File: src/source/soc_config.svh
`ifndef SOC_CONFIG_SVH
`define SOC_CONFIG_SVH

// address map, regions decoded on addr[31:SOC_REGION_SHIFT]
`define SOC_RAM_BASE 32'h0000_0000
`define SOC_UART_BASE 32'h8000_0000
`define SOC_REGION_SHIFT 13

// on-chip ram, 32-bit words
`define SOC_RAM_WORDS 1024

// uart bit period in clocks
`define SOC_UART_CLKS_PER_BIT 8

`endif

File: src/source/soc_bus_pkg.sv
package soc_bus_pkg;

  typedef logic [31:0] bus_addr_t; // byte address
  typedef logic [31:0] bus_data_t;
  typedef logic [3:0] bus_bytesel_t; // one bit per byte lane

  // master to slave, valid only in the access cycle
  typedef struct packed {
    logic access; // one-cycle strobe
    bus_addr_t addr;
    logic wr_en;
    bus_bytesel_t bytesel;
    bus_data_t wr_val;
  } bus_req_t;

  // slave to master, one cycle after the access
  typedef struct packed {
    logic ack; // single-cycle pulse
    logic error; // valid with ack
    bus_data_t data; // valid with ack on reads
  } bus_rsp_t;

endpackage

File: src/source/soc_bus_decode.sv
`timescale 1ns/1ns
`include "soc_config.svh"

module soc_bus_decode (
  input logic clk,
  input logic i_rst,
  input soc_bus_pkg::bus_req_t i_req,
  input soc_bus_pkg::bus_rsp_t i_ram_rsp,
  input soc_bus_pkg::bus_rsp_t i_uart_rsp,
  output logic o_ram_cs,
  output logic o_uart_cs,
  output soc_bus_pkg::bus_rsp_t o_rsp
);

  localparam int REGION_SHIFT = `SOC_REGION_SHIFT;
  localparam soc_bus_pkg::bus_addr_t RAM_BASE = `SOC_RAM_BASE;
  localparam soc_bus_pkg::bus_addr_t UART_BASE = `SOC_UART_BASE;

  logic [31-REGION_SHIFT:0] region;
  logic unmapped_ack_q;

  assign region = i_req.addr[31:REGION_SHIFT];
  assign o_ram_cs = region == RAM_BASE[31:REGION_SHIFT];
  assign o_uart_cs = region == UART_BASE[31:REGION_SHIFT];

  // no slave owns the address, answer with an error so the master moves on
  always_ff @(posedge clk) begin
    if (i_rst) begin
      unmapped_ack_q <= 1'b0;
    end else begin
      unmapped_ack_q <= i_req.access && !o_ram_cs && !o_uart_cs;
    end
  end

  always_comb begin
    o_rsp.ack = i_ram_rsp.ack | i_uart_rsp.ack | unmapped_ack_q;
    o_rsp.error = i_ram_rsp.error | i_uart_rsp.error | unmapped_ack_q;
    if (i_ram_rsp.ack) begin
      o_rsp.data = i_ram_rsp.data;
    end else if (i_uart_rsp.ack) begin
      o_rsp.data = i_uart_rsp.data;
    end else begin
      o_rsp.data = '0; // unmapped reads return zero
    end
  end

  cs_onehot : assert property (@(posedge clk) !(o_ram_cs && o_uart_cs));

  // master waits for each ack, so merged acks never run together
  ack_single : assert property (@(posedge clk) disable iff (i_rst)
    o_rsp.ack |=> !o_rsp.ack);

endmodule

File: config.mk
export PLATFORM = sky130hd
export DESIGN_NAME = soc_bus_decode
export DESIGN_NICKNAME = d
export VERILOG_FILES = /design/src/source/soc_bus_pkg.sv /design/src/source/soc_bus_decode.sv
export VERILOG_INCLUDE_DIRS = /design/src /design/src/source
export SDC_FILE = /design/constraint.sdc
export NUM_CORES = 1
export LEC_CHECK = 0
export BUFFER_PORTS_ARGS = -buffer_cell sky130_fd_sc_hd__clkbuf_2
export CAP_MARGIN = 20
export CORE_AREA = 2 2 68 70
export CTS_BUF_LIST = sky130_fd_sc_hd__clkbuf_2 sky130_fd_sc_hd__clkbuf_4 sky130_fd_sc_hd__clkbuf_8
export CTS_CLUSTER_SIZE = 10
export DETAILED_ROUTE_END_ITERATION = 10
export DIE_AREA = 0 0 70 72
export PLACE_DENSITY = 0.56
export SLEW_MARGIN = 20
export SYNTH_ARGS = -nofsm -noshare
export SYNTH_HDL_FRONTEND = slang
export SYNTH_SLANG_ARGS = --single-unit
File: constraint.sdc
create_clock -name clk -period 1.14 [get_ports clk]
set_clock_uncertainty 0.05 [all_clocks]
set_input_delay 0.057 -clock clk [delete_from_list [all_inputs] [get_ports clk]]
set_output_delay 0.057 -clock clk [all_outputs]
set_load 0.05 [all_outputs]
==> flow_summary.json, run 1 <==
{
  "fmax_mhz": 907,
  "post-place-cells": 234,
  "die_w_um": 70,
  "post_dp_cell_area_sq_mm": 0.00126,
  "antenna_found_initial": 0,
  "p_per_area_mw_per_mm2": 628,
  "p_leak_nw": 0.761,
  "drt-total-wl_um": 2580,
  "end_kind": "output pin",
  "gp_congestion": 0.682,
  "outcome": "completed",
  "antenna_cells": 0,
  "cp-startpoint": "i_req[66]",
  "cp_max_fo": 3,
  "ys_warn_count": 0,
  "drive_gt1_frac": 0.758,
  "grt_max_degree": 20,
  "worst_slew_pin_slew_ps": 280,
  "synthCells": 59,
  "fin_setup_tns_ps": 0,
  "arrival_ps": 1000,
  "clk_pin_slew_ps": 0,
  "die_h_um": 72,
  "num_rows": 24,
  "dp_hpwl_um": 2360,
  "avgSynthCellArea_sq_um": 7.40,
  "num_vias": 960,
  "path_class": "input pin to output pin",
  "synth_area_sq_um": 437,
  "die_area_sq_mm": 0.00504,
  "fin_nets": 324,
  "synth_top_cell_area_share": 0.602,
  "ios": 176,
  "drtIter0Drc": 12,
  "synth_area_leader_cell": "a22o_1",
  "stdcell_count": 234,
  "rsz0062_at_grt": "true",
  "crit_end": "o_uart_cs",
  "largest_register": "unmapped_ack_q",
  "reg_top3": "unmapped_ack_q (1)",
  "track_usage": 0.0942,
  "grt_first_pass_wirelength_um": 3980,
  "finalHoldViolations": 0,
  "initial_core_util": 0.102,
  "ir_drop_mv": 0.180,
  "final-max-slew-violation-count": 0,
  "overflow": 0,
  "netlist-cell-type-count": 14,
  "synth_fp_nets": 199,
  "design_power_total_uw": 826,
  "drt_pass1_iterations": 4,
  "worstPathRequired_ps": 1030,
  "start_kind": "input pin",
  "period_needed_ps": 1100,
  "drcViolationCount": 0,
  "setup_violations": 0,
  "postCtsSetupRepairBufs": 0,
  "maxCapViolCount": 0,
  "final_area_sq_mm": 0.00132,
  "io_buffer_count": 125,
  "synth.area.top_cells": "a22o_1, nor4_1, buf_4",
  "hold_path_class": "input pin to flip-flop",
  "grt_pass1_vias": 891,
  "ys_seq_elements": 1,
  "largest_reg_flops": 1,
  "worst_slew_margin_rel": 0.814,
  "fin_crit_sh": 0.968,
  "wl_per_cell_um": 11.0,
  "drtAntennaViolNets": 0,
  "synth_seq_area_share": 0.0458,
  "viasPerCell": 4.10,
  "areaGrowthSynthToFinish_pct": 201,
  "core_sq_mm": 0.00426
}
==> final cells by class <==
class                      count  area, sq um
sequential                     1         20.0
multi-input combinational     49          419
tap                           52         65.1
timing repair buffer         130          805
inverter                       2         7.51
fill                         463         2950
==> cells in the mapped netlist <==
cell type and instances:
nor3_1 2, buf_2 4, nand3_1 1, inv_1 2
nand2_1 5, dfxtp_1 1, nor4_1 4, nor2_1 1
nor2b_2 1, or3_1 2, buf_4 3, o211a_1 1
o21ai_0 2, a22o_1 30
==> per-stage QoR <==
stage                     hold WS [ps]  setup WS [ps]   util
after floorplan                    155           -122      -
after global placement             259          -64.9  0.295
after detailed placement           254          -67.1  0.295
after CTS                          254           36.8  0.300
after global routing               278          -33.3  0.309
final                              250           36.9  0.309
==> routing by layer <==
layer / GRT usage / part of all wire
met1: 0.111 / 0.36
met2: 0.187 / 0.51
met3: 0.0181 / 0.13
met4: 0 / 0
met5: 0 / 0
==> kinds of logic after synthesis <==
group,synth area share
simple gates,0.192
compound gates,0.648
buf+inv,0.115
flops,0.0458
==> worst min-delay path by stage <==
| stage | start | end | slack, ps | depth (start not counted) |
|---|---|---|---|---|
| 2_1_floorplan | i_req[69] | unmapped_ack_q$_SDFF_PP0_ | 160 | 1 |
| 3_3_place_gp | i_req[69] | unmapped_ack_q$_SDFF_PP0_ | 260 | 2 |
| 3_5_place_dp | i_req[69] | unmapped_ack_q$_SDFF_PP0_ | 250 | 2 |
| 4_1_cts | i_req[69] | unmapped_ack_q$_SDFF_PP0_ | 250 | 2 |
| 5_1_grt | i_req[69] | unmapped_ack_q$_SDFF_PP0_ | 280 | 2 |
| 6_report | i_req[69] | unmapped_ack_q$_SDFF_PP0_ | 250 | 2 |
==> worst max-delay path: stages <==
cell and delay (ps):
clkbuf_2 100, nor4_4 270, nand3_2 140, nor3_2 220, clkbuf_8 210
==> cell usage in the layout, fill, tap and decap left out <==
master    Yosys  layout
buf_2         4       5
nor2_1        1       1
nor3_2        0       2
clkbuf_8      0       2
nand2_1       5       5
buf_4         3       4
a22o_1       30      30
clkbuf_2      0     110
nand3_2       0       1
buf_12        0       8
nor4_4        0       2
o211a_1       1       1
nor2b_2       1       1
dfxtp_1       1       1
or3_1         2       2
inv_1         2       2
o21ai_2       0       2
buf_6         0       1
nor4_1        4       2
==> power breakdown <==
group | switching (mW) | internal (mW)
Sequential | 0.000578 | 0.0376
Clock | 0 | 0
Combinational | 0.477 | 0.311
==> repair_timing <==
item                       CTS  global route
hold buffers                 0             0
pin swaps                    1             4
setup endpoints to repair    2             7
resized for setup            5            11
(Power assumes the default switching activity.)
==> run 2: changes to the inputs <==
--- a/config.mk
+++ b/config.mk
@@ -13,7 +13,8 @@
 export CTS_CLUSTER_SIZE = 10
 export DETAILED_ROUTE_END_ITERATION = 10
 export DIE_AREA = 0 0 70 72
-export PLACE_DENSITY = 0.56
+export MAX_ROUTING_LAYER = met4
+export PLACE_DENSITY = 0.58
 export SLEW_MARGIN = 20
 export SYNTH_ARGS = -nofsm -noshare
 export SYNTH_HDL_FRONTEND = slang
==> constraint.sdc (replaced) <==
create_clock -name clk -period 1.01 [get_ports clk]
set_clock_uncertainty 0.05 [all_clocks]
set_input_delay 0.0505 -clock clk [delete_from_list [all_inputs] [get_ports clk]]
set_output_delay 0.0505 -clock clk [all_outputs]
set_load 0.05 [all_outputs]
==> run 2 against run 1 <==
The run now ends with setup timing left; hold slack worse by 9.7 ps; cell count is 1.7% higher; largest cell class unchanged; total power grew 38%.
==> flow_summary.json, run 2 (synthesized netlist as in run 1, its figures left out) <==
{
  "dp_slack_ps": -185,
  "grt_first_pass_wirelength_um": 4460,
  "outcome": "finished, violations left",
  "hold_buffers": 0,
  "drt-total-wl_um": 3300,
  "slowest_stage": "nor4_4",
  "hold_path_class": "input pin to flip-flop",
  "p_leak_nw": 0.899,
  "timing.hold.ws_ps": 240,
  "p_per_area_mw_per_mm2": 685,
  "postCtsSetupRepairBufs": 0,
  "period_needed_ps": 1110,
  "multi_input_area_sq_um": 526,
  "final-max-slew-violation-count": 0,
  "areaGrowthSynthToFinish_pct": 283,
  "grt_max_degree": 31,
  "core_sq_mm": 0.00426,
  "num_vias": 1032,
  "track_usage": 0.108,
  "ios": 176,
  "final_area_sq_mm": 0.00167,
  "wl_per_cell_um": 13.9,
  "crit_chain": "clkbuf_2 -> nor4_4 -> nand3_2 -> buf_6 -> o211a_1",
  "critPathMaxStageDelay_ps": 270,
  "antenna_found_initial": 0,
  "worstPathRequired_ps": 840,
  "setup_slack_ps": -102,
  "drtAntennaViolNets": 0,
  "fin_crit_sh": 1.10,
  "rsz0062_at_grt": "true",
  "io_buffer_count": 125,
  "overflow": 0,
  "drtIter0Drc": 23,
  "worst_slew_pin_slew_ps": 231,
  "post_dp_cell_area_sq_mm": 0.00136,
  "setup_violations": 3,
  "nFillCells": 419,
  "seq_area_sq_um": 20.0,
  "start_kind": "input pin",
  "finalHoldViolations": 0,
  "die_h_um": 72,
  "end_kind": "flip-flop",
  "ir_drop_mv": 0.162,
  "drcViolationCount": 0,
  "gp_congestion": 0.721,
  "die_w_um": 70,
  "reg_top3": "unmapped_ack_q (1)",
  "fmax_mhz": 899,
  "initial_core_util": 0.102,
  "mostFrequentLayoutCells": "clkbuf_2, buf_6, a22o_2, buf_12, a22o_4",
  "largest_reg_flops": 1,
  "fin_setup_tns_ps": -279,
  "final_common_cell": "clkbuf_2",
  "path_class": "input pin to flip-flop",
  "fin_nets": 328,
  "cp_max_fo": 3,
  "die_area_sq_mm": 0.00504,
  "clk_pin_slew_ps": 0,
  "viasPerCell": 4.34,
  "arrival_ps": 940,
  "drt_pass1_iterations": 4,
  "dp_hpwl_um": 2590,
  "drive_gt1_frac": 0.919,
  "largest_register": "unmapped_ack_q",
  "maxCapViolCount": 0,
  "violations": "setup timing",
  "worst_slew_margin_rel": 0.845,
  "grt_pass1_vias": 937,
  "antenna_cells": 0,
  "num_rows": 24
}
run 2: cell types whose count changed in the layout (fill, tap and decap cells not counted), sizes merged:
| cell | previous run | this run |
|---|---|---|
| clkbuf | 112 | 88 |
| buf | 18 | 46 |
run 2: per-layer routing:
| layer | global-route usage | vias to the layer above | share of wire |
|---|---|---|---|
| met2 | 0.198 | 70 | 0.54 |
| met5 | - | - | 0 |
| met3 | 0.0194 | 2 | 0.091 |
| li1 | - | 500 | - |
| met1 | 0.131 | 460 | 0.36 |
| met4 | 0.00427 | 0 | 0.0030 |
run 2: repair_timing:
item,4_1_cts,5_1_grt
endpoints found under the setup margin,29,30
pin swaps,1,5
resized for setup,33,67
cloned,0,2
run 2: area by class of cell:
| cell class | instances | share of cell area |
|---|---|---|
| timing repair buffer | 134 | 0.630 |
| sequential | 1 | 0.0120 |
| tap | 52 | 0.0390 |
| multi-input combinational | 49 | 0.315 |
| inverter | 2 | 0.00449 |
run 2: final timing paths:
path | to | depth (start not counted) | startpoint
worst max-delay path | unmapped_ack_q$_SDFF_PP0_ | 5 | i_req[51]
worst min-delay path | unmapped_ack_q$_SDFF_PP0_ | 2 | i_req[69]
run 2: through the flow:
| step | cells | utilization | total power, mW |
|---|---|---|---|
| 2_1_floorplan | 59 | - | 0.584 |
| 6_report | 238 | 0.392 | 1.14 |
| 4_1_cts | 236 | 0.343 | 1.02 |
| 3_5_place_dp | 236 | 0.320 | 0.965 |
| 5_1_grt | 238 | 0.392 | 1.19 |
| 3_3_place_gp | 236 | 0.320 | 0.961 |
run 2: critical path, delay by kind of cell:
kind	cells	cell delay, ps
compound gates	1	190
simple gates	2	450
buf+inv	2	260
run 2: report_power, final:
part	total, mW	switching, mW	internal, mW
Sequential	0.0437	0.00123	0.0425
Clock	0	0	0
Combinational	1.10	0.587	0.513
Total	1.14	0.588	0.556
==> run 3: changes to the inputs <==
==> constraint.sdc (replaced) <==
create_clock -name clk -period 1.01 [get_ports clk]
set_clock_uncertainty 0.05 [all_clocks]
set_input_delay 0.0505 -clock clk [delete_from_list [all_inputs] [get_ports clk]]
set_output_delay 0.0505 -clock clk [all_outputs]
set_load 0.01 [all_outputs]
==> run 3 against run 2 <==
The flow still finishes with violations (setup timing); total power down 51%; critical endpoint is now o_ram_cs; critical path depth unchanged; first-iteration DRC count down 74%; cell count down 1.7%; via count down 3.2%; maximum frequency up 9.6%; hold slack better by 17 ps; die area unchanged; global-route usage down 2.2 points; setup slack better by 98 ps; sequential share of layout area up 0.45 points; combinational power down 53%.
==> flow_summary.json, run 3 (synthesized netlist as in run 1, its figures left out) <==
{
  "fin_nets": 324,
  "end_kind": "output pin",
  "drcViolationCount": 0,
  "mostFrequentLayoutCells": "clkbuf_2, a22o_1, nand2_1, buf_6, buf_4",
  "wl_per_cell_um": 10.9,
  "final_common_cell": "clkbuf_2",
  "design_power_total_uw": 559,
  "violations": "setup timing",
  "multi_input_area_sq_um": 427,
  "clk_pin_slew_ps": 0,
  "fin_setup_tns_ps": -4.17,
  "slowest_stage": "nor4_2",
  "largest_register": "unmapped_ack_q",
  "die_w_um": 70,
  "fmax_mhz": 986,
  "hold_depth": 2,
  "seq_area_sq_um": 20.0,
  "worstPathRequired_ps": 910,
  "core_sq_mm": 0.00426,
  "setup_violations": 1,
  "period_needed_ps": 1010,
  "pwr-share-clk": 0,
  "drt_pass1_iterations": 2,
  "dp_slack_ps": -59.9,
  "outcome": "finished, violations left",
  "hold_path_class": "input pin to flip-flop",
  "maxCapViolCount": 0,
  "gp_congestion": 0.754,
  "postCtsSetupRepairBufs": 0,
  "antenna_found_initial": 0,
  "largest_reg_flops": 1,
  "p_per_area_mw_per_mm2": 459,
  "die_h_um": 72,
  "path_class": "input pin to output pin",
  "p_comb_frac": 0.923,
  "stdcell_count": 234,
  "ir_drop_mv": 0.256,
  "start_kind": "input pin",
  "antenna_cells": 0,
  "p_leak_nw": 0.728,
  "p_seq_frac": 0.077,
  "reg_top3": "unmapped_ack_q (1)",
  "nFillCells": 490,
  "hold_path_startpoint": "i_req[69]",
  "arrival_ps": 910,
  "worst_slew_pin_slew_ps": 238,
  "crit_chain": "clkbuf_2 -> nor4_2 -> nand3_2 -> nor3_2 -> buf_2",
  "final-max-slew-violation-count": 0,
  "drtIter0Drc": 6,
  "ios": 176,
  "io_buffer_count": 125,
  "dp_hpwl_um": 2170,
  "rsz0062_at_grt": "true",
  "drtAntennaViolNets": 0,
  "setup_slack_ps": -4.17,
  "num_vias": 999,
  "path_delay_family": "simple AND/OR/NAND/NOR gates",
  "num_rows": 24,
  "switchingPower_uw": 225,
  "drive_gt1_frac": 0.764,
  "grt_first_pass_wirelength_um": 3660,
  "hold_end": "unmapped_ack_q$_SDFF_PP0_",
  "grt_max_degree": 31,
  "fin_crit_sh": 1.00,
  "initial_core_util": 0.102,
  "fin_util": 0.286,
  "grt_pass1_vias": 873,
  "worst_slew_margin_rel": 0.840,
  "critPathMaxStageDelay_ps": 290,
  "worst-path-buf-inv": 2,
  "overflow": 0,
  "track_usage": 0.0862,
  "finalHoldViolations": 0,
  "areaGrowthSynthToFinish_pct": 179,
  "p_int_uw": 334,
  "p_sw_frac": 0.402,
  "drt-total-wl_um": 2560,
  "post-place-cells": 234,
  "die_area_sq_mm": 0.00504,
  "viasPerCell": 4.27,
  "cp_max_fo": 3
}
## run 3: cell count changes in the layout (fill, tap and decap cells not counted), moves of 6 or more
cell and change:
buf_6 -21, clkbuf_2 +33, a22o_2 -23, a22o_1 +30
buf_12 -8, a22o_4 -7, buf_8 -6
## run 3: routing by layer
layer	share of wire	wire, um	up-vias	global-route usage
li1	-	-	492	-
met1	0.34	870	433	0.0895
met2	0.55	1400	74	0.184
met3	0.11	287	0	0.00833
met4	0	0	0	0
met5	0	0	-	-
## run 3: power groups by stage
stage          sequential [mW]  clock (mW)  combinational [mW]
2_1_floorplan           0.0430           0               0.203
5_1_grt                 0.0434           0               0.564
3_5_place_dp            0.0433           0               0.494
4_1_cts                 0.0433           0               0.497
3_3_place_gp            0.0432           0               0.489
6_report                0.0432           0               0.515
## run 3: layout make-up
| class | count | area share |
|---|---|---|
| inverter | 2 | 0.00617 |
| multi-input combinational | 49 | 0.350 |
| sequential | 1 | 0.0164 |
| tap | 52 | 0.0534 |
| timing repair buffer | 130 | 0.573 |
## run 3: timing repair
| item | 4_1_cts | 5_1_grt |
|---|---|---|
| hold buffers | 0 | 0 |
| resized for setup | 2 | 16 |
| pin swaps | 1 | 6 |
| setup endpoints to repair | 3 | 4 |
| hold endpoints to repair | 0 | 0 |
## run 3: how the worst max path moves through the flow
stage | from | endpoint | depth (start not counted)
finish | i_req[54] | o_ram_cs | 5
floorplan | i_req[51] | o_ram_cs | 3
global placement | i_req[51] | o_ram_cs | 5
CTS | i_req[51] | o_uart_cs | 5
detailed placement | i_req[51] | o_ram_cs | 5
global route | i_req[54] | o_ram_cs | 5
## run 3: metrics by stage
step | hold WS [ps] | area (sq um)
global placement | 264 | 1130
CTS | 262 | 1150
detailed placement | 262 | 1130
finish | 258 | 1220
global route | 287 | 1220
floorplan | 105 | 437
