### src/source/soc_config.svh
`ifndef SOC_CONFIG_SVH
`define SOC_CONFIG_SVH

// address map, regions decoded on addr[31:SOC_REGION_SHIFT]
`define SOC_RAM_BASE 32'h0000_0000
`define SOC_UART_BASE 32'h8000_0000
`define SOC_REGION_SHIFT 13

// on-chip ram, 32-bit words
`define SOC_RAM_WORDS 1024

// uart bit period in clocks
`define SOC_UART_CLKS_PER_BIT 8

`endif

### src/source/soc_bus_pkg.sv
package soc_bus_pkg;

  typedef logic [31:0] bus_addr_t; // byte address
  typedef logic [31:0] bus_data_t;
  typedef logic [3:0] bus_bytesel_t; // one bit per byte lane

  // master to slave, valid only in the access cycle
  typedef struct packed {
    logic access; // one-cycle strobe
    bus_addr_t addr;
    logic wr_en;
    bus_bytesel_t bytesel;
    bus_data_t wr_val;
  } bus_req_t;

  // slave to master, one cycle after the access
  typedef struct packed {
    logic ack; // single-cycle pulse
    logic error; // valid with ack
    bus_data_t data; // valid with ack on reads
  } bus_rsp_t;

endpackage

### src/source/uart_pkg.sv
package uart_pkg;

  typedef logic [7:0] uart_byte_t;

  typedef enum logic [1:0] {
    TX_IDLE,
    TX_START,
    TX_DATA,
    TX_STOP
  } uart_tx_state_t;

  typedef enum logic [1:0] {
    RX_IDLE,
    RX_START,
    RX_DATA,
    RX_STOP
  } uart_rx_state_t;

  // byte offsets inside the uart region
  localparam logic [3:0] UART_REG_DATA = 4'h0;
  localparam logic [3:0] UART_REG_STATUS = 4'h4;

endpackage

### src/source/soc_uart.sv
`timescale 1ns/1ns
`include "soc_config.svh"

module soc_uart (
  input logic clk,
  input logic i_rst,
  input soc_bus_pkg::bus_req_t i_req,
  input logic i_cs,
  output soc_bus_pkg::bus_rsp_t o_rsp,
  input logic i_rx,
  output logic o_tx
);

  localparam int CPB = `SOC_UART_CLKS_PER_BIT;
  localparam int CNT_W = $clog2(CPB + 1);
  localparam logic [CNT_W-1:0] CNT_LAST = CNT_W'(CPB - 1);
  localparam logic [CNT_W-1:0] CNT_HALF = CNT_W'(CPB / 2); // mid start bit

  uart_pkg::uart_tx_state_t tx_state;
  uart_pkg::uart_rx_state_t rx_state;
  uart_pkg::uart_byte_t tx_shift;
  uart_pkg::uart_byte_t rx_shift;
  uart_pkg::uart_byte_t rx_byte;
  logic [CNT_W-1:0] tx_cnt;
  logic [CNT_W-1:0] rx_cnt;
  logic [2:0] tx_bit;
  logic [2:0] rx_bit;
  logic tx_q;
  logic rx_meta;
  logic rx_s;
  logic rx_valid;
  logic tx_busy;
  logic hit;
  logic wr_data;
  logic rd_data;
  logic tx_start;
  logic ack_q;
  logic err_q;
  soc_bus_pkg::bus_data_t rd_q;

  assign hit = i_req.access && i_cs;
  assign tx_busy = tx_state != uart_pkg::TX_IDLE;
  assign wr_data = hit && i_req.wr_en && i_req.addr[3:0] == uart_pkg::UART_REG_DATA;
  assign rd_data = hit && !i_req.wr_en && i_req.addr[3:0] == uart_pkg::UART_REG_DATA;
  assign tx_start = wr_data && !tx_busy;

  always_ff @(posedge clk) begin
    if (i_rst) begin
      ack_q <= 1'b0;
      err_q <= 1'b0;
    end else begin
      ack_q <= hit;
      err_q <= wr_data && tx_busy; // byte dropped
    end
  end

  always_ff @(posedge clk) begin
    if (hit) begin
      case (i_req.addr[3:0])
        uart_pkg::UART_REG_DATA: rd_q <= {24'b0, rx_byte};
        uart_pkg::UART_REG_STATUS: rd_q <= {30'b0, rx_valid, tx_busy};
        default: rd_q <= '0;
      endcase
    end
  end

  assign o_rsp.ack = ack_q;
  assign o_rsp.error = err_q;
  assign o_rsp.data = rd_q;

  // tx line only changes on bit boundaries
  always_ff @(posedge clk) begin
    if (i_rst) begin
      tx_state <= uart_pkg::TX_IDLE;
      tx_cnt <= '0;
      tx_bit <= '0;
      tx_q <= 1'b1;
    end else begin
      tx_cnt <= tx_cnt + 1'b1;
      case (tx_state)
        uart_pkg::TX_IDLE: begin
          tx_cnt <= '0;
          if (tx_start) begin
            tx_shift <= i_req.wr_val[7:0];
            tx_q <= 1'b0; // start bit
            tx_state <= uart_pkg::TX_START;
          end
        end
        uart_pkg::TX_START: begin
          if (tx_cnt == CNT_LAST) begin
            tx_cnt <= '0;
            tx_bit <= '0;
            tx_q <= tx_shift[0];
            tx_shift <= tx_shift >> 1;
            tx_state <= uart_pkg::TX_DATA;
          end
        end
        uart_pkg::TX_DATA: begin
          if (tx_cnt == CNT_LAST) begin
            tx_cnt <= '0;
            tx_bit <= tx_bit + 1'b1;
            if (tx_bit == 3'd7) begin
              tx_q <= 1'b1; // stop bit
              tx_state <= uart_pkg::TX_STOP;
            end else begin
              tx_q <= tx_shift[0];
              tx_shift <= tx_shift >> 1;
            end
          end
        end
        uart_pkg::TX_STOP: begin
          if (tx_cnt == CNT_LAST) begin
            tx_cnt <= '0;
            tx_state <= uart_pkg::TX_IDLE;
          end
        end
      endcase
    end
  end

  assign o_tx = tx_q;

  always_ff @(posedge clk) begin
    if (i_rst) begin
      rx_meta <= 1'b1;
      rx_s <= 1'b1;
      rx_state <= uart_pkg::RX_IDLE;
      rx_cnt <= '0;
      rx_bit <= '0;
      rx_valid <= 1'b0;
    end else begin
      rx_meta <= i_rx; // 2-flop sync
      rx_s <= rx_meta;
      rx_cnt <= rx_cnt + 1'b1;
      if (rd_data) begin
        rx_valid <= 1'b0;
      end
      case (rx_state)
        uart_pkg::RX_IDLE: begin
          rx_cnt <= '0;
          if (!rx_s) begin
            rx_state <= uart_pkg::RX_START;
          end
        end
        uart_pkg::RX_START: begin
          if (rx_cnt == CNT_HALF) begin
            rx_cnt <= '0;
            rx_bit <= '0;
            // glitch if line went back high
            rx_state <= rx_s ? uart_pkg::RX_IDLE : uart_pkg::RX_DATA;
          end
        end
        uart_pkg::RX_DATA: begin
          if (rx_cnt == CNT_LAST) begin
            rx_cnt <= '0;
            rx_shift <= {rx_s, rx_shift[7:1]}; // lsb first
            rx_bit <= rx_bit + 1'b1;
            if (rx_bit == 3'd7) begin
              rx_state <= uart_pkg::RX_STOP;
            end
          end
        end
        uart_pkg::RX_STOP: begin
          if (rx_cnt == CNT_LAST) begin
            rx_state <= uart_pkg::RX_IDLE;
            if (rx_s) begin
              rx_byte <= rx_shift;
              rx_valid <= 1'b1; // wins over a same-cycle read
            end
          end
        end
      endcase
    end
  end

  tx_idle_high : assert property (@(posedge clk) disable iff (i_rst)
    (tx_state == uart_pkg::TX_IDLE) |-> o_tx);

endmodule

### config.mk
export PLATFORM = sky130hd
export DESIGN_NAME = soc_uart
export DESIGN_NICKNAME = d
export VERILOG_FILES = /design/src/source/soc_bus_pkg.sv /design/src/source/uart_pkg.sv /design/src/source/soc_uart.sv
export VERILOG_INCLUDE_DIRS = /design/src /design/src/source
export SDC_FILE = /design/constraint.sdc
export NUM_CORES = 1
export LEC_CHECK = 0
export BUFFER_PORTS_ARGS = -buffer_cell sky130_fd_sc_hd__buf_2
export CAP_MARGIN = 10
export CORE_MARGIN = 2
export CORE_UTILIZATION = 50
export CTS_BUF_LIST = sky130_fd_sc_hd__clkbuf_16
export CTS_CLUSTER_SIZE = 12
export DETAILED_ROUTE_END_ITERATION = 6
export PLACE_DENSITY_LB_ADDON = 0.25
export SLEW_MARGIN = 15
export SYNTH_ARGS = -nofsm -noshare
export SYNTH_HDL_FRONTEND = slang
export SYNTH_SLANG_ARGS = --single-unit
### constraint.sdc
create_clock -name clk -period 7.3 [get_ports clk]
set_input_delay 0.365 -clock clk [delete_from_list [all_inputs] [get_ports clk]]
set_output_delay 0.365 -clock clk [all_outputs]
set_load 0.005 [all_outputs]
==> results.py, run 1 <==
metrics = {
    "setup_path": {
        "cp_slowest_cell": "o31ai_1",
        "path_delay_family": "compound AO/OA/AOI/OAI gates",
        "cp_max_fo": 8,
        "arrival_ns": 2.15,
        "cp.required_ns": 7.29,
        "crit_path_start_kind": "flop",
        "critPathMaxStageDelay_ns": 0.46,
        "worst-setup-path-type": "reg -> reg",
        "cp-end-kind": "flop",
        "crit_chain": "inv_1, ha_1, o31ai_1, nand3b_1, a211oi_1, buf_4",
        "path_buf_inv": 2,
    },
    "routing": {
        "routed_wl_mm": 3.13,
        "drc": 0,
        "dr_total_vias": 1398,
        "drt.antenna.violating_nets": 0,
        "drt_iter0_markers": 42,
        "dr.pass1.iters": 4,
        "wl_per_cell_um": 10.3,
        "viasPerCell": 4.61,
    },
    "power_and_ir_drop": {
        "p_per_area_mw_per_mm2": 231,
        "leakagePower_nw": 1.09,
        "vdd_drop_max_uv": 125,
    },
    "clock_network": {
        "clock_sinks": 56,
        "worst_skew_pair.late_latency_ns": 0.28,
        "cts_resized": 0,
        "clk_pin_slew_worst_paths_ns": 0.07,
        "htree_num_levels": 2,
        "cts_buffer_depth": 2,
        "cts_setup_buffers": 0,
        "cts_root_buf": "clkbuf_16",
        "cts_buffers": 5,
        "postCtsHoldBufs": 0,
        "cts_tree": "done",
    },
    "synthesis": {
        "synth_cell_types": 39,
        "syn_area_per_cell_um2": 12.1,
        "yosysWarnings": 0,
        "seq_area_frac_synth_pct": 58.4,
        "synth-main-ff-cell": "edfxtp_1",
        "synth-edff-count": 32,
        "synth_area_mm2": 0.00247,
        "syn_inst": 204,
        "async_flop_share_pct": 0,
        "synth-seq-cells": 56,
    },
    "job": {
        "max-cap-violations": 0,
    },
    "floorplanning": {
        "die-height_um": 74.2,
        "initial_core_util_pct": 51.9,
        "die_x_um": 74.2,
        "core_mm2": 0.00475,
        "die_area_mm2": 0.00551,
        "io_pins": 109,
        "row_count": 25,
    },
    "outcome": {
        "status": "finished, final reports clean",
    },
    "cells_and_area": {
        "synthToLayoutAreaGrowth_pct": 10.8,
        "antenna_cells": 0,
        "final_cells": 303,
        "final_area_mm2": 0.00273,
        "final_core_util_pct": 57.4,
        "seqCellArea_mm2": 0.00144,
        "fillers": 399,
        "fin_nets": 320,
        "drive_gt1_share_pct": 21.2,
        "multiInputGateArea_um2": 863,
    },
    "sta": {
        "fmax_ghz": 0.464,
        "period_minus_slack_ns": 2.16,
        "skew_ns": 0.00369,
        "setup_viol_count_final": 0,
        "rsz0062_at_grt": "no",
        "finalHoldViolCount": 0,
        "finalSetupTns_ns": 0,
        "slew_viol_final": 0,
        "min_period_over_period_pct": 29.5,
        "fin_ws_ns": 5.14,
    },
    "place": {
        "dp_cells": 295,
        "place_area_mm2": 0.00259,
        "port_buffers": 28,
        "gp_congestion": 0.759,
        "hpwl_mm": 2.28,
        "post-place-ws_ns": 5.19,
    },
    "global_route": {
        "grt_pass1_vias": 1269,
        "grt.total_usage_pct": 12.7,
        "grt-ovfl-total": 0,
        "antenna_found_initial": 0,
        "grt_pass1_wl_mm": 5.42,
        "grt_max_degree": 24,
    },
    "worst_hold_path": {
        "hp-class": "in -> reg",
    },
}
-- registers in the layout, summed over array words and instances (netlist names), 2 cells and up, named ones only --
signal    cells
rx_shift      8
tx_shift      8
tx_cnt        4
rd_q          8
tx_state      2
rx_bit        3
rx_cnt        4
rx_byte       8
tx_bit        3
-- power by group --
part | leakage (nW) | internal [mW] | total [mW] | switching [mW]
combinational | 0.539 | 0.0267 | 0.0586 | 0.0318
sequential | 0.483 | 0.344 | 0.350 | 0.00521
clock | 0.0716 | 0.126 | 0.224 | 0.0971
total | 1.09 | 0.497 | 0.632 | 0.134
-- worst register-to-register path: stages (launching register included) --
cell      delay, ns
dfxtp_1        0.39
inv_1          0.08
ha_1           0.27
o31ai_1        0.46
nand3b_1       0.20
a211oi_1       0.26
buf_4          0.21
-- path summary, 6_finish.rpt --
kind	start	end	slack, ns	cells after the start
worst max register to register	tx_state[0]$_SDFFE_PP0P_	tx_shift[7]$_SDFFCE_PN0P_	5.14	6
worst min register to register	rx_meta$_SDFF_PP1_	rx_s$_SDFF_PP1_	0.41	1
worst min-delay path	i_rx	rx_meta$_SDFF_PP1_	0.26	2
worst max-delay path	tx_state[0]$_SDFFE_PP0P_	tx_shift[7]$_SDFFCE_PN0P_	5.14	6
-- stage by stage --
stage | hold WS [ns] | total power, mW
3_3_place_gp | 0.390 | 0.414
3_5_place_dp | 0.392 | 0.415
5_1_grt | 0.266 | 0.663
2_1_floorplan | 0.389 | 0.407
6_report | 0.261 | 0.632
4_1_cts | 0.251 | 0.643
-- cell usage after synthesis, types with 2 or more instances --
| cell type | n | area [um^2] |
|---|---|---|
| edfxtp_1 | 32 | 961 |
| buf_4 | 26 | 195 |
| dfxtp_1 | 24 | 480 |
| nor2_1 | 17 | 63.8 |
| ha_1 | 11 | 138 |
| inv_1 | 10 | 37.5 |
| mux2_2 | 8 | 90.1 |
| a21oi_1 | 7 | 35.0 |
| and2_1 | 6 | 37.5 |
| nand3b_1 | 6 | 45.0 |
| clkbuf_1 | 4 | 15.0 |
| mux2i_1 | 4 | 40.0 |
| nand2_1 | 4 | 15.0 |
| nand3_1 | 4 | 20.0 |
| nor2b_1 | 3 | 18.8 |
| a211oi_1 | 2 | 15.0 |
| a22o_1 | 2 | 17.5 |
| a22oi_1 | 2 | 15.0 |
| and3_1 | 2 | 12.5 |
| nand2b_1 | 2 | 12.5 |
| nor3_1 | 2 | 10.0 |
| nor4_1 | 2 | 12.5 |
| nor4b_1 | 2 | 17.5 |
| o21ai_0 | 2 | 10.0 |
| o31ai_1 | 2 | 15.0 |
| or2_2 | 2 | 12.5 |
| or3_1 | 2 | 12.5 |
| xnor2_1 | 2 | 17.5 |
| xor2_1 | 2 | 17.5 |
-- placed cells by master (no fill, tap or decap), types with 2 or more instances in the layout --
master and instances:
a22o_1 2, clkbuf_16 5, o31ai_1 2, nand2b_1 2
or2_2 2, ha_1 11, inv_1 10, conb_1 24
nand3b_1 6, dfxtp_1 24, buf_2 28, xor2_1 2
nand2_1 4, o21ai_0 2, and3_1 2, a21oi_1 7
xnor2_1 2, nor2b_1 3, buf_4 3, nor4b_1 2
nor4_1 2, nor3_1 2, mux2_2 8, or3_1 2
nand3_1 4, nor2_1 17, mux2i_1 4, and2_1 6
edfxtp_1 32, a211oi_1 2, a22oi_1 2
-- layout make-up --
cell class | instances | area share [%]
clock inverters | 3 | 0.641
inverters | 10 | 1.37
well taps | 67 | 3.07
multi-input cells | 131 | 31.6
repair buffers | 31 | 5.96
clock buffers | 5 | 4.58
flip-flops and latches | 56 | 52.8
-- cell families (layout without fill, tap and decap cells) --
| kind of cell | count (synthesis) | count (layout) | share of synthesized area [%] |
|---|---|---|---|
| compound gates | 23 | 23 | 6.24 |
| mux | 12 | 12 | 5.28 |
| simple gates | 57 | 57 | 12.8 |
| flops | 56 | 56 | 58.4 |
| buf+inv | 40 | 49 | 10.0 |
| fa+ha+maj | 11 | 11 | 5.58 |
| xor+xnor | 4 | 4 | 1.42 |
| other cells | 1 | 24 | 0.152 |
-- routing by layer --
layer	routed length, um	GRT usage, %
met5	0	0
met4	18	3.57
met3	181	4.07
met2	1320	20.1
met1	1610	16.9
Power figures use the tool's default switching activity.
==> run 2, diff against run 1 <==
--- a/config.mk
+++ b/config.mk
@@ -9,7 +9,7 @@
 export BUFFER_PORTS_ARGS = -buffer_cell sky130_fd_sc_hd__buf_2
 export CAP_MARGIN = 10
 export CORE_MARGIN = 2
-export CORE_UTILIZATION = 50
+export CORE_UTILIZATION = 47
 export CTS_BUF_LIST = sky130_fd_sc_hd__clkbuf_16
 export CTS_CLUSTER_SIZE = 12
 export DETAILED_ROUTE_END_ITERATION = 6
==> constraint.sdc (replaced) <==
create_clock -name clk -period 2 [get_ports clk]
set_input_delay 0.1 -clock clk [delete_from_list [all_inputs] [get_ports clk]]
set_output_delay 0.1 -clock clk [all_outputs]
set_load 0.005 [all_outputs]
==> run 2 against run 1 <==
Net effect: fmax grew 17%; sequential share of layout area decreased by 1.4 points; critical path depth did not move; largest power group unchanged; first-iteration DRC count up 64%; power grew to 3.8 times the previous value; core utilization down 2.2 points; global-route usage rose by 0.11 points; setup slack lost 5.0 ns; hold slack worse by 0.19 ns; cell area up 2.7%.
==> results.py, run 2 (same netlist as run 1, synthesis figures left out) <==
metrics = {
    "outcome": {
        "status": "finished, final reports clean",
    },
    "global_route": {
        "grt.total_usage_pct": 12.8,
        "grt-ovfl-total": 0,
        "grt_pass1_vias": 1282,
        "grt_max_degree": 24,
        "antenna_found_initial": 0,
        "grt_pass1_wl_mm": 5.94,
    },
    "floorplanning": {
        "initial_core_util_pct": 48.6,
        "core_mm2": 0.00507,
        "die-height_um": 76.4,
        "die_x_um": 76.4,
        "row_count": 26,
        "die_area_mm2": 0.00584,
        "io_pins": 109,
    },
    "clock_network": {
        "cts_tree": "done",
        "cts_buffer_depth": 2,
        "cts_root_buf": "clkbuf_16",
        "clock_sinks": 56,
        "cts_setup_buffers": 0,
        "worst_skew_pair.late_latency_ns": 0.29,
        "cts_buffers": 5,
        "clk_pin_slew_worst_paths_ns": 0.07,
        "htree_num_levels": 2,
    },
    "job": {
        "max-cap-violations": 0,
    },
    "sta": {
        "rsz0062_at_grt": "no",
        "setup_viol_count_final": 0,
        "fin_hold_ws_ns": 0.0677,
        "finalHoldViolCount": 0,
        "period_minus_slack_ns": 1.84,
        "min_period_over_period_pct": 92.0,
        "skew_ns": 0.00539,
        "fmax_ghz": 0.544,
        "slew_viol_final": 0,
        "finalSetupTns_ns": 0,
    },
    "power_and_ir_drop": {
        "pwr-share-clk_pct": 36.8,
        "seqPwrFrac_pct": 53.4,
        "sw_frac_of_total_pct": 22.9,
        "p_per_area_mw_per_mm2": 850,
        "power_switching_mw": 0.545,
        "power_mw": 2.38,
        "vdd_drop_max_uv": 526,
        "leakagePower_nw": 1.12,
        "internal_power_mw": 1.84,
        "p_comb_share_pct": 9.8,
    },
    "place": {
        "port_buffers": 28,
        "gp_congestion": 0.768,
        "place_area_mm2": 0.00264,
        "dp_cells": 301,
        "hpwl_mm": 2.49,
    },
    "routing": {
        "dr_total_vias": 1436,
        "drt_iter0_markers": 69,
        "drc": 0,
        "dr.pass1.iters": 4,
        "routed_wl_mm": 3.43,
        "wl_per_cell_um": 11.1,
        "viasPerCell": 4.63,
        "drt.antenna.violating_nets": 0,
    },
    "cells_and_area": {
        "final_area_mm2": 0.00281,
        "drive_gt1_share_pct": 24.2,
        "synthToLayoutAreaGrowth_pct": 13.7,
        "seqCellArea_mm2": 0.00144,
        "final_cells": 310,
        "antenna_cells": 0,
        "final_cell_mix": "edfxtp_1, buf_2, dfxtp_1, conb_1, nor2_1",
        "multiInputGateArea_um2": 893,
        "fillers": 463,
        "fin_nets": 324,
        "mostFrequentLayoutCell": "edfxtp_1",
    },
    "setup_path": {
        "crit_path_start_kind": "flop",
        "cp_slowest_cell": "dfxtp_1",
        "cp_max_fo": 8,
        "crit_chain": "inv_1, ha_1, o31ai_2, nand3b_1, a211oi_4, buf_4",
        "critPathMaxStageDelay_ns": 0.38,
        "worst-setup-path-type": "reg -> reg",
        "cp.required_ns": 2.00,
        "cp-end-kind": "flop",
        "arrival_ns": 1.84,
    },
    "worst_hold_path": {
        "hp-class": "in -> reg",
    },
}
==> run 2: final timing paths <==
path | startpoint | depth (start not counted) | end | slack, ns
setup reg to reg | tx_state[0]$_SDFFE_PP0P_ | 6 | tx_shift[3]$_DFFE_PP_ | 0.16
hold reg to reg | rx_meta$_SDFF_PP1_ | 1 | rx_s$_SDFF_PP1_ | 0.41
hold / removal | i_cs | 3 | ack_q$_SDFF_PP0_ | 0.07
setup / recovery | tx_state[0]$_SDFFE_PP0P_ | 6 | tx_shift[3]$_DFFE_PP_ | 0.16
==> run 2: power groups by stage <==
| stage | sequential, mW | combinational, mW | clock, mW |
|---|---|---|---|
| floorplan | 1.30 | 0.193 | 0 |
| global placement | 1.30 | 0.225 | 0 |
| detailed placement | 1.30 | 0.231 | 0 |
| CTS | 1.27 | 0.233 | 0.908 |
| global route | 1.28 | 0.261 | 0.956 |
| finish | 1.27 | 0.233 | 0.877 |
==> run 2: final cells by class <==
type	count	share of cell area (%)
clock buffer	5	4.46
clock inverter	3	0.892
inverter	10	1.34
multi-input combinational	131	31.8
sequential	56	51.4
tap	70	3.12
timing repair buffer	35	6.96
==> run 2: stage by stage <==
stage / setup slack, ns / util (%)
after floorplan: 0.0372 / -
after global placement: 0.102 / 52.0
after detailed placement: 0.121 / 52.0
after CTS: 0.105 / 55.2
after global routing: 0.0342 / 55.3
final: 0.161 / 55.3
==> run 2: what timing repair did <==
item,4_1_cts,5_1_grt
resized for setup,0,1
hold buffers,1,0
endpoints found under the setup margin,0,8
endpoints found under the hold margin,1,0
==> run 2: worst max-delay path: cells and delay by family, from the launching register on <==
family	cells	cell delay [ns]
AO/OA/AOI/OAI	2	0.46
buffers and inverters	2	0.28
flip-flops	1	0.38
adder cells (fa/ha/maj)	1	0.23
AND/OR/NAND/NOR	1	0.20
==> run 2: per-layer routing <==
metal	part of all wire, %	wire length (um)	vias to the layer above	track usage (%)
li1	-	-	735	-
met1	48	1650	650	17.1
met2	44	1510	46	19.5
met3	5.8	200	5	3.67
met4	1.8	60	0	5.45
met5	0	0	-	0
